--- config.mk ---
export PLATFORM = sky130hd
export DESIGN_NAME = rasterbars_top
export DESIGN_NICKNAME = d
export VERILOG_FILES = /design/src/common/raster_pkg.sv /design/src/bars/bar_colour.sv /design/src/display/display_timing.sv /design/src/rasterbars_top.sv /design/src/video_out.sv
export SDC_FILE = /design/constraint.sdc
export NUM_CORES = 1
export LEC_CHECK = 0
export BUFFER_PORTS_ARGS = -buffer_cell sky130_fd_sc_hd__buf_2
export CAP_MARGIN = 30
export CORE_MARGIN = 2
export CORE_UTILIZATION = 35
export CTS_BUF_LIST = sky130_fd_sc_hd__clkbuf_2 sky130_fd_sc_hd__clkbuf_4 sky130_fd_sc_hd__clkbuf_8
export DETAILED_ROUTE_END_ITERATION = 16
export GPL_TIMING_DRIVEN = 0
export PLACE_DENSITY_LB_ADDON = 0.1
export RECOVER_POWER = 50
export SYNTH_ARGS = -nofsm -noshare
export SYNTH_HDL_FRONTEND = slang
export SYNTH_SLANG_ARGS = --single-unit
--- constraint.sdc ---
create_clock -name clk_pix -period 2.87 [get_ports clk_pix]
set_clock_uncertainty 0.1 [all_clocks]
set_input_delay 0.574 -clock clk_pix [delete_from_list [all_inputs] [get_ports clk_pix]]
set_output_delay 0.574 -clock clk_pix [all_outputs]
set_load 0.01 [all_outputs]
--- src/common/raster_pkg.sv ---
/*
 * shared constants and types for the 720p raster-bar demo
 * imported by every design block and by the testbench
 */

package raster_pkg;

    // vector types with a meaning of their own
    typedef logic [11:0] coord_t;     // screen coordinate, wide enough for 1650 x 750
    typedef logic [11:0] colr_t;      // 12-bit colour as {red, green, blue}
    typedef logic [3:0]  chan_t;      // one 4-bit colour channel
    typedef logic [7:0]  dvi_chan_t;  // one 8-bit output channel

    // horizontal timing in pixels (1280x720 at 60 Hz)
    localparam coord_t H_RES   = 12'd1280;  // active pixels
    localparam coord_t H_FP    = 12'd110;   // front porch
    localparam coord_t H_SYNC  = 12'd40;    // sync pulse
    localparam coord_t H_BP    = 12'd220;   // back porch
    localparam coord_t H_TOTAL = H_RES + H_FP + H_SYNC + H_BP;  // 1650

    // vertical timing in lines
    localparam coord_t V_RES   = 12'd720;
    localparam coord_t V_FP    = 12'd5;
    localparam coord_t V_SYNC  = 12'd5;
    localparam coord_t V_BP    = 12'd20;
    localparam coord_t V_TOTAL = V_RES + V_FP + V_SYNC + V_BP;  // 750

    // derived counter positions
    localparam coord_t H_LAST = H_TOTAL - 12'd1;            // last column of a line
    localparam coord_t V_LAST = V_TOTAL - 12'd1;            // last line of a frame
    localparam coord_t HS_STA = H_RES + H_FP;               // first hsync column
    localparam coord_t HS_END = H_RES + H_FP + H_SYNC - 12'd1;
    localparam coord_t VS_STA = V_RES + V_FP;               // first vsync line
    localparam coord_t VS_END = V_RES + V_FP + V_SYNC - 12'd1;

    localparam logic SYNC_POL = 1'b1;  // 720p uses positive sync

    // raster bar look
    localparam colr_t COLR_BLUE = 12'h126;  // blue start colour
    localparam colr_t COLR_GOLD = 12'h640;  // gold start colour
    localparam colr_t COLR_STEP = 12'h111;  // one brightness step on all channels
    localparam int    COLR_NUM  = 10;       // colour steps per half bar
    localparam int    LINE_NUM  = 4;        // lines drawn in each colour

    // bar counter widths and terminal values
    localparam int COLR_CNT_W = $clog2(COLR_NUM);
    localparam int LINE_CNT_W = $clog2(LINE_NUM);

    typedef logic [COLR_CNT_W-1:0] colr_cnt_t;  // counts colour steps
    typedef logic [LINE_CNT_W-1:0] line_cnt_t;  // counts lines within one colour

    localparam colr_cnt_t COLR_LAST = colr_cnt_t'(COLR_NUM - 1);
    localparam line_cnt_t LINE_LAST = line_cnt_t'(LINE_NUM - 1);

endpackage

--- src/bars/bar_colour.sv ---
/*
 * raster-bar colour generator, steps brightness up and down every few lines
 * updates once per line at the start of horizontal blanking
 */

`timescale 1ns/10ps

module bar_colour
    import raster_pkg::*;
(
    input  logic   clk_pix,
    input  logic   rst,
    input  coord_t sx,            // current column
    input  coord_t sy,            // current line
    input  logic   palette_gold,  // 1 selects gold start, 0 blue
    output colr_t  bar_colr       // colour for the next active line
);

    // brightness direction
    typedef enum logic {
        BRIGHTEN,
        DIM
    } dir_t;

    dir_t      dir;
    dir_t      dir_next;
    colr_t     colr_next;
    colr_t     start_colr;     // restart colour from the palette input
    colr_cnt_t cnt_colr;       // steps taken in this half bar
    colr_cnt_t cnt_colr_next;
    line_cnt_t cnt_line;       // lines drawn in this colour
    line_cnt_t cnt_line_next;
    logic      line_tick;      // start of blanking on this line
    logic      frame_restart;  // last line of the frame

    assign start_colr    = palette_gold ? COLR_GOLD : COLR_BLUE;
    assign line_tick     = (sx == H_RES);
    assign frame_restart = (sy == V_LAST);

    always_comb begin
        // hold by default
        dir_next      = dir;
        colr_next     = bar_colr;
        cnt_colr_next = cnt_colr;
        cnt_line_next = cnt_line;

        if (line_tick) begin
            if (frame_restart) begin
                // back to the start colour for line 0
                dir_next      = BRIGHTEN;
                colr_next     = start_colr;
                cnt_colr_next = '0;
                cnt_line_next = '0;
            end else if (cnt_line == LINE_LAST) begin
                cnt_line_next = '0;  // colour done
                if (cnt_colr == COLR_LAST) begin
                    // half bar complete, turn round without changing colour
                    cnt_colr_next = '0;
                    case (dir)
                        BRIGHTEN: dir_next = DIM;
                        DIM:      dir_next = BRIGHTEN;
                        default:  dir_next = BRIGHTEN;
                    endcase
                end else begin
                    cnt_colr_next = cnt_colr + 1'b1;
                    case (dir)
                        BRIGHTEN: colr_next = bar_colr + COLR_STEP;  // one step brighter
                        DIM:      colr_next = bar_colr - COLR_STEP;  // one step darker
                        default:  colr_next = bar_colr;
                    endcase
                end
            end else begin
                cnt_line_next = cnt_line + 1'b1;  // same colour, another line
            end
        end
    end

    // reset lands in the same state as a frame restart
    always_ff @(posedge clk_pix) begin
        if (rst) begin
            dir      <= BRIGHTEN;
            bar_colr <= start_colr;
            cnt_colr <= '0;
            cnt_line <= '0;
        end else begin
            dir      <= dir_next;
            bar_colr <= colr_next;
            cnt_colr <= cnt_colr_next;
            cnt_line <= cnt_line_next;
        end
    end

endmodule

--- src/display/display_timing.sv ---
/*
 * 1280x720 display timing, position counters plus registered sync and de
 * all outputs come from the same register stage so they stay aligned
 */

`timescale 1ns/10ps

module display_timing
    import raster_pkg::*;
(
    input  logic   clk_pix,  // pixel clock
    input  logic   rst,      // sync reset, active high
    output coord_t sx,       // horizontal position
    output coord_t sy,       // vertical position
    output logic   hsync,
    output logic   vsync,
    output logic   de        // data enable, high in the active area
);

    coord_t sx_next;      // position for the coming cycle
    coord_t sy_next;
    logic   line_end;     // last column of the line
    logic   frame_end;    // last line of the frame
    logic   hsync_next;
    logic   vsync_next;
    logic   de_next;

    // counter advance
    always_comb begin
        line_end  = (sx == H_LAST);
        frame_end = (sy == V_LAST);

        sx_next = line_end ? '0 : sx + 1'b1;  // wrap at H_TOTAL

        // vertical steps only on the line wrap
        if (line_end) begin
            sy_next = frame_end ? '0 : sy + 1'b1;
        end else begin
            sy_next = sy;
        end
    end

    // decode from next position so flops line up with sx and sy
    always_comb begin
        if (sx_next >= HS_STA && sx_next <= HS_END) begin
            hsync_next = SYNC_POL;
        end else begin
            hsync_next = ~SYNC_POL;
        end

        if (sy_next >= VS_STA && sy_next <= VS_END) begin
            vsync_next = SYNC_POL;
        end else begin
            vsync_next = ~SYNC_POL;
        end

        de_next = (sx_next < H_RES) && (sy_next < V_RES);  // active area only
    end

    always_ff @(posedge clk_pix) begin
        if (rst) begin
            sx    <= '0;
            sy    <= '0;
            hsync <= ~SYNC_POL;  // sync idle
            vsync <= ~SYNC_POL;
            de    <= 1'b0;
        end else begin
            sx    <= sx_next;
            sy    <= sy_next;
            hsync <= hsync_next;
            vsync <= vsync_next;
            de    <= de_next;
        end
    end

endmodule

--- src/rasterbars_top.sv ---
/*
 * raster-bar demo top, pixel-clock domain only
 * timing feeds the bar generator, both feed the registered output stage
 */

`timescale 1ns/10ps

module rasterbars_top
    import raster_pkg::*;
(
    input  logic      clk_pix,       // pixel clock, 74.25 MHz in hardware
    input  logic      rst,           // sync reset, active high
    input  logic      palette_gold,  // bar palette, taken at frame restart
    output dvi_chan_t dvi_r,
    output dvi_chan_t dvi_g,
    output dvi_chan_t dvi_b,
    output logic      dvi_hsync,
    output logic      dvi_vsync,
    output logic      dvi_de
);

    // raster position and sync from the timing block
    coord_t sx;
    coord_t sy;
    logic   hsync;
    logic   vsync;
    logic   de;

    colr_t bar_colr;  // current bar colour

    display_timing display_inst (
        .clk_pix (clk_pix),
        .rst     (rst),
        .sx      (sx),
        .sy      (sy),
        .hsync   (hsync),
        .vsync   (vsync),
        .de      (de)
    );

    // new colour is set up in the blanking after each line
    bar_colour bars_inst (
        .clk_pix      (clk_pix),
        .rst          (rst),
        .sx           (sx),
        .sy           (sy),
        .palette_gold (palette_gold),
        .bar_colr     (bar_colr)
    );

    // one cycle behind the raster
    video_out out_inst (
        .clk_pix   (clk_pix),
        .rst       (rst),
        .bar_colr  (bar_colr),
        .de        (de),
        .hsync     (hsync),
        .vsync     (vsync),
        .dvi_r     (dvi_r),
        .dvi_g     (dvi_g),
        .dvi_b     (dvi_b),
        .dvi_hsync (dvi_hsync),
        .dvi_vsync (dvi_vsync),
        .dvi_de    (dvi_de)
    );

endmodule

--- src/video_out.sv ---
/*
 * output stage, blanks colour outside the active area and widens to 8 bits
 * one register stage keeps colour, sync and de aligned at the pins
 */

`timescale 1ns/10ps

module video_out
    import raster_pkg::*;
(
    input  logic      clk_pix,
    input  logic      rst,
    input  colr_t     bar_colr,   // 12-bit paint colour
    input  logic      de,
    input  logic      hsync,
    input  logic      vsync,
    output dvi_chan_t dvi_r,
    output dvi_chan_t dvi_g,
    output dvi_chan_t dvi_b,
    output logic      dvi_hsync,
    output logic      dvi_vsync,
    output logic      dvi_de
);

    chan_t paint_r;    // raw channels
    chan_t paint_g;
    chan_t paint_b;
    chan_t display_r;  // black in blanking
    chan_t display_g;
    chan_t display_b;

    // repeat the nibble so 4'hf maps to 8'hff
    function automatic dvi_chan_t widen(input chan_t c);
        widen = {c, c};
    endfunction

    assign {paint_r, paint_g, paint_b} = bar_colr;

    always_comb begin
        display_r = de ? paint_r : '0;
        display_g = de ? paint_g : '0;
        display_b = de ? paint_b : '0;
    end

    always_ff @(posedge clk_pix) begin
        if (rst) begin
            dvi_r     <= '0;
            dvi_g     <= '0;
            dvi_b     <= '0;
            dvi_hsync <= ~SYNC_POL;  // idle level
            dvi_vsync <= ~SYNC_POL;
            dvi_de    <= 1'b0;
        end else begin
            dvi_r     <= widen(display_r);
            dvi_g     <= widen(display_g);
            dvi_b     <= widen(display_b);
            dvi_hsync <= hsync;
            dvi_vsync <= vsync;
            dvi_de    <= de;
        end
    end

endmodule
# Yosys cells after proc, flatten, opt, wreduce, memory -nomap -nowiden

Cells that the tools add are included.

Register bits after elaboration: 73
Input bits: 3
Logic and storage cells: 68
Output and inout bits: 27

Reductions and logical operators: 10
Bitwise logic cells: 1
Multiplexer cells: 24
Equal/unequal tests: 6
$add $sub $neg: 6
$lt $le $gt $ge: 6

Operator list:

| kind                  | number |
|---|---|
| $mux 12               | 8 |
| $add 12x1->12 const B | 2 |
| $eq 12x11->1 const B  | 2 |
| $mux 4                | 6 |
| $pmux 12 s2           | 1 |
| $add 12x9->12 const B | 1 |
| $eq 12x10->1 const B  | 1 |
| $ge 12x10->1 const B  | 1 |
| $ge 12x11->1 const B  | 1 |
| $le 12x10->1 const B  | 1 |
| $le 12x11->1 const B  | 1 |
| $lt 12x10->1 const B  | 1 |
| $lt 12x11->1 const B  | 1 |
| $sub 12x9->12 const B | 1 |
| $mux 11               | 1 |
| $reduce_and 3->1      | 2 |
| $reduce_bool 2->1     | 3 |
| $mux 1                | 5 |
| $add 4x1->4 const B   | 1 |
| $eq 4x4->1 const B    | 1 |
| $mux 2                | 2 |
| $logic_and 1x1->1     | 3 |
| $ne 3x2->1 const B    | 1 |
| $reduce_bool 3->1     | 1 |
| 5 further kinds       | 5 |

# Depth between registers and ports, before layout

Depth in word-level cells: 7
Mapped depth: 10
Mapped depth without buffers: 8

# Hierarchy

From an unflattened synthesis, not the netlist that was laid out.

Cells, all modules: 389
Area, all modules: 3676.0 µm²

Modules (own cells, without submodules):

| module         | instances | area each (µm²) | sequential area each (µm²) | cells an instance |
|---|---|---|---|---|
| display_timing | 1         | 1606.5          | 540.5                      | 188 |
| bar_colour     | 1         | 1535.2          | 500.5                      | 157 |
| video_out      | 1         | 534.3           | 300.3                      | 44 |

# Worst setup path after synthesis

Ideal clock, no wire load.

Path kind: flip-flop to flip-flop
From: register bars_inst.dir
To: register bars_inst.bar_colr[10] (data pin)
Setup slack: 244 ps
Setup time: 265 ps
Buffers on the path: 0
Arrival: 2260 ps
Cell stages (with the launch flop): 8
Path through: dfxtp_1 > ha_1 > nor2b_1 > o31a_1 > o31ai_1 > a211oi_1 > o2111a_1 > or3_1

Word-level cells in the longest chain between the ends: 7

RTL lines:

| item                   | line             | RTL |
|---|---|---|
| start, declared        | bar_colour.sv:25 | `dir_t dir;` |
| start signal, assigned | bar_colour.sv:86 | `dir <= dir_next;` |
| $not 1->1              | bar_colour.sv:66 | `case (dir)` |
| $pmux 12 s2 *          | bar_colour.sv:66 |  |
| $mux 12 *              | bar_colour.sv:56 | `if (cnt_colr == COLR_LAST) begin` |
| $mux 12 *              | bar_colour.sv:54 | `end else if (cnt_line == LINE_LAST) begin` |
| $mux 12 *              | bar_colour.sv:48 | `if (frame_restart) begin` |
| $mux 12 *              | bar_colour.sv:47 | `if (line_tick) begin` |
| $mux 12 *              | bar_colour.sv:80 | `if (rst) begin` |
| end signal, assigned   | bar_colour.sv:82 | `bar_colr <= start_colr;` |
| end signal, assigned   | bar_colour.sv:87 | `bar_colr <= colr_next;` |
| end, declared          | bar_colour.sv:16 | `output colr_t bar_colr` |

Mark *: on every way between the ends. The rest lies on a longest branch, timed or not. The select of a mux whose other input is x is not followed.
A chain may end at the register's enable or synchronous reset.

# Worst setup path after layout

From: register display_inst.sx[3]
To: register display_inst.de

Word-level cells in the longest chain between the ends: 4
Elaborated cells between the ends (all ways): 7
Those cells by class: add/sub: 1; order compare: 2; eq/ne: 1; mux: 2; reduce/logical: 1

RTL lines:

| item                                          | line                                       | RTL |
|---|---|---|
| start, declared                               | display_timing.sv:13                       | `output coord_t sx,` |
| start signal, assigned                        | display_timing.sv:68                       | `sx <= sx_next;` |
| $add 12x1->12 or $eq 12x11->1 (tied branches) | display_timing.sv:33, display_timing.sv:30 |  |
| $mux 12 (on tied branches)                    | display_timing.sv:33, display_timing.sv:36 |  |
| $lt 12x11->1 or $lt 12x10->1 (tied branches)  | display_timing.sv:57                       | `de_next = (sx_next < H_RES) && (sy_next < V_RES);` |
| $logic_and 1x1->1 *                           | display_timing.sv:57                       |  |
| end signal, assigned                          | display_timing.sv:72                       | `de <= de_next;` |
| end, declared                                 | display_timing.sv:17                       | `output logic de` |

Mark *: on every way between the ends. The rest lies on a longest branch, timed or not.

==> impl_metrics.py <==
metrics = {
    "timing": {
        "rsz0062_at_grt": "no",
        "slew_headroom": 0.555,
        "finalSetupViolations": 0,
        "whs_ns": 0.355,
        "setup_tns_ns": 0,
        "hold_viol": 0,
        "max_freq_ghz": 0.366,
        "tightestPinTransition_ns": 0.662,
        "period_minus_slack_ns": 2.73,
        "slew_violations": 0,
        "fin_crit_sh": 0.952,
    },
    "yosys": {
        "syn_nets": 438,
        "mappedNetlistArea_sq_um": 3550,
        "synth-seq-area-share": 0.377,
        "synth_warnings": 0,
        "async_flop_share": 0,
        "synth_edf_count": 12,
        "synth_area_leader_cell": "dfxtp_1",
        "postSynthAreaPerCell_sq_um": 8.54,
        "synth_top_area_share": 0.276,
        "synth_top_flop_cell": "dfxtp_1",
        "ys_types": 60,
        "synth_area_leaders": "dfxtp_1 (28%), edfxtp_1 (10%), ha_1 (6.3%)",
        "synth-seq-cells": 61,
        "syn_inst": 416,
    },
    "floorplanning": {
        "die_h_microns": 105,
        "core-area_sq_um": 9820,
        "die_area_sq_um": 11000,
        "start_util": 0.362,
        "rows": 36,
        "die-width_microns": 105,
        "io_pins": 30,
    },
    "job": {
        "drv_cap": 0,
    },
    "setup_path": {
        "cpPeakStageDelay_ns": 0.52,
        "arrival_ns": 2.83,
        "cp.depth": 8,
        "cp-end-kind": "register",
        "r2r_cells": 8,
        "critPathTopFamily": "simple AND/OR/NAND/NOR gates",
        "worstPathMaxFanout": 9,
        "path_cells": "buf_4, or3_4, or4_4, buf_6, or3_1, o2111ai_1, nor3_1, nor4_1",
        "crit_required_ns": 2.97,
        "path_class": "register to register",
        "path_buf_inv": 2,
        "critPathLaunchType": "register",
        "worst_path_max_delay_cell": "or4_4",
    },
    "power": {
        "max-vdd-ir-drop_v": 0.000241,
        "leakagePower_nw": 1.52,
        "power.density_nw_per_um2": 509,
        "p_total_mw": 2.09,
    },
    "cts": {
        "cts_tree": "done",
        "cts_sinks": 61,
        "cts-root-buf": "clkbuf_8",
        "htreeDepth": 3,
        "cts_buffer_depth": 2,
        "numCtsBuffers": 9,
        "insertion_delay_ns": 0.34,
        "clk_pin_slew_ns": 0.07,
    },
    "final_layout": {
        "area_delta_synth_final_pct": 15.5,
        "drive_above_1_share": 0.119,
        "nNetsFinal": 480,
        "num_antenna_cells": 0,
        "final_cell_area_sq_um": 4100,
    },
    "routing": {
        "drt-wirelength-per-cell_microns": 13.3,
        "wl_mm": 7.90,
        "antenna_left": 0,
        "drc": 0,
        "vias": 3013,
        "drtPass1Iterations": 4,
        "first_iter_violations": 144,
        "vias_per_cell": 5.06,
    },
    "status": {
        "status": "finished, final reports clean",
    },
    "placement": {
        "io_buffers": 29,
        "routabilityCongestion": 0.834,
        "dpl_cell_area_sq_um": 3860,
        "place_hpwl_mm": 5.67,
    },
    "global_routing": {
        "grt_max_degree": 14,
        "grt_usage": 0.149,
        "grt-ovfl-total": 0,
        "grt_pass1_vias": 2819,
        "grt_pass1_wl_mm": 13.2,
        "antenna_found_initial": 0,
    },
    "worst_hold_path": {
        "hold_depth": 1,
        "hold_class": "register to register",
    },
}
## path summary, 6_finish.rpt
| path | from | slack (ns) | to |
|---|---|---|---|
| worst min-delay path | display_inst.hsync | 0.35 | out_inst.dvi_hsync |
| worst max-delay path | display_inst.sx[3] | 0.14 | display_inst.de |
| worst max register to register | display_inst.sx[3] | 0.14 | display_inst.de |
| worst min register to register | display_inst.hsync | 0.35 | out_inst.dvi_hsync |
## Yosys cell counts, types with 3 or more instances
cell	count
dfxtp_1	49
nor2_1	44
o21ai_0	27
nand2_1	24
a21oi_1	20
ha_1	18
and2_1	17
nor3_1	17
inv_1	16
nand3_1	15
buf_4	13
edfxtp_1	12
xnor2_1	12
clkbuf_1	10
xor2_1	10
nor2b_1	9
a31oi_1	7
or3_1	7
a211oi_1	6
nand2b_1	6
or2_2	6
nor4_1	5
o21a_1	5
a21o_1	4
buf_2	4
nand3b_1	4
nand4_1	4
o31ai_1	4
and3_1	3
nor3b_1	3
## through the flow
| step | setup slack, ns | utilization | instances |
|---|---|---|---|
| 6_report | 0.138 | 0.418 | 596 |
| 5_1_grt | 0.00856 | 0.418 | 596 |
| 2_1_floorplan | 0.244 | - | 416 |
| 3_5_place_dp | -0.178 | 0.394 | 578 |
| 4_1_cts | 0.0277 | 0.417 | 594 |
| 3_3_place_gp | -0.189 | 0.394 | 578 |
## routing by layer
layer | up-vias | routed length [microns] | global-route usage | share of wire
met2 | 48 | 3820 | 0.246 | 0.48
met5 | - | 0 | 0 | 0
met3 | 8 | 262 | 0.0331 | 0.033
li1 | 1552 | - | - | -
met1 | 1405 | 3710 | 0.183 | 0.47
met4 | 0 | 105 | 0.0695 | 0.013
## cells by family (layout without fill, tap and decap cells)
kind of cell	Yosys count	in the layout	synth area share
AOI/OAI and AO/OA	93	93	0.165
xor gates and xnor gates	22	22	0.0542
adders and majority gates	19	19	0.0690
buffers and inverters	46	93	0.0680
DFF	61	61	0.377
and+or+nand+nor	175	175	0.266
## worst register-to-register path: stages, from the launching register on
cell and delay (ns):
dfxtp_1 0.30, buf_4 0.16, or3_4 0.40, or4_4 0.52, buf_6 0.15, or3_1 0.37, o2111ai_1 0.14, nor3_1 0.09
nor4_1 0.36
## state kept, by name, summed over array words and instances, names as in the netlist
| name | count |
|---|---|
| out_inst.dvi_de | 1 |
| display_inst.sx | 12 |
| out_inst.dvi_vsync | 1 |
| out_inst.dvi_hsync | 1 |
| display_inst.hsync | 1 |
| bars_inst.cnt_colr | 4 |
| out_inst.dvi_b | 4 |
| bars_inst.dir | 1 |
| display_inst.vsync | 1 |
| display_inst.de | 1 |
| display_inst.sy | 12 |
| out_inst.dvi_g | 4 |
| bars_inst.cnt_line | 2 |
| out_inst.dvi_r | 4 |
| bars_inst.bar_colr | 12 |
## layout make-up
class                      count  area, sq um
buffer                        29          178
fill                        1056         5720
sequential                    61         1340
clock inverter                 5         75.1
tap                          133          166
clock buffer                  11          139
inverter                      16         60.1
multi-input combinational    309         2000
timing repair buffer          32          145
## layout by cell type, fill, tap and decap left out, types with 8 or more instances in the layout
| cell type | count |
|---|---|
| a21oi_1 | 20 |
| buf_4 | 15 |
| and2_0 | 8 |
| nor3_1 | 17 |
| ha_1 | 18 |
| o21ai_0 | 27 |
| nand3_1 | 15 |
| and2_1 | 9 |
| xnor2_1 | 12 |
| nor2b_1 | 9 |
| edfxtp_1 | 12 |
| nand2_1 | 24 |
| clkbuf_1 | 38 |
| nor2_1 | 44 |
| dfxtp_1 | 47 |
| xor2_1 | 10 |
| clkbuf_8 | 9 |
| inv_1 | 16 |
## power by group
| group | internal, mW | total [mW] | switching, mW |
|---|---|---|---|
| logic | 0.136 | 0.303 | 0.167 |
| registers | 0.919 | 0.945 | 0.0264 |
| clock network | 0.504 | 0.841 | 0.337 |
| total | 1.56 | 2.09 | 0.530 |
## what timing repair did
item,4_1_cts,5_1_grt
endpoints found under the setup margin,7,15
hold buffers,0,0
buffers inserted,0,3
pin swaps,0,2
resized for setup,3,7
Note: power is estimated with default switching activity, not from simulation.
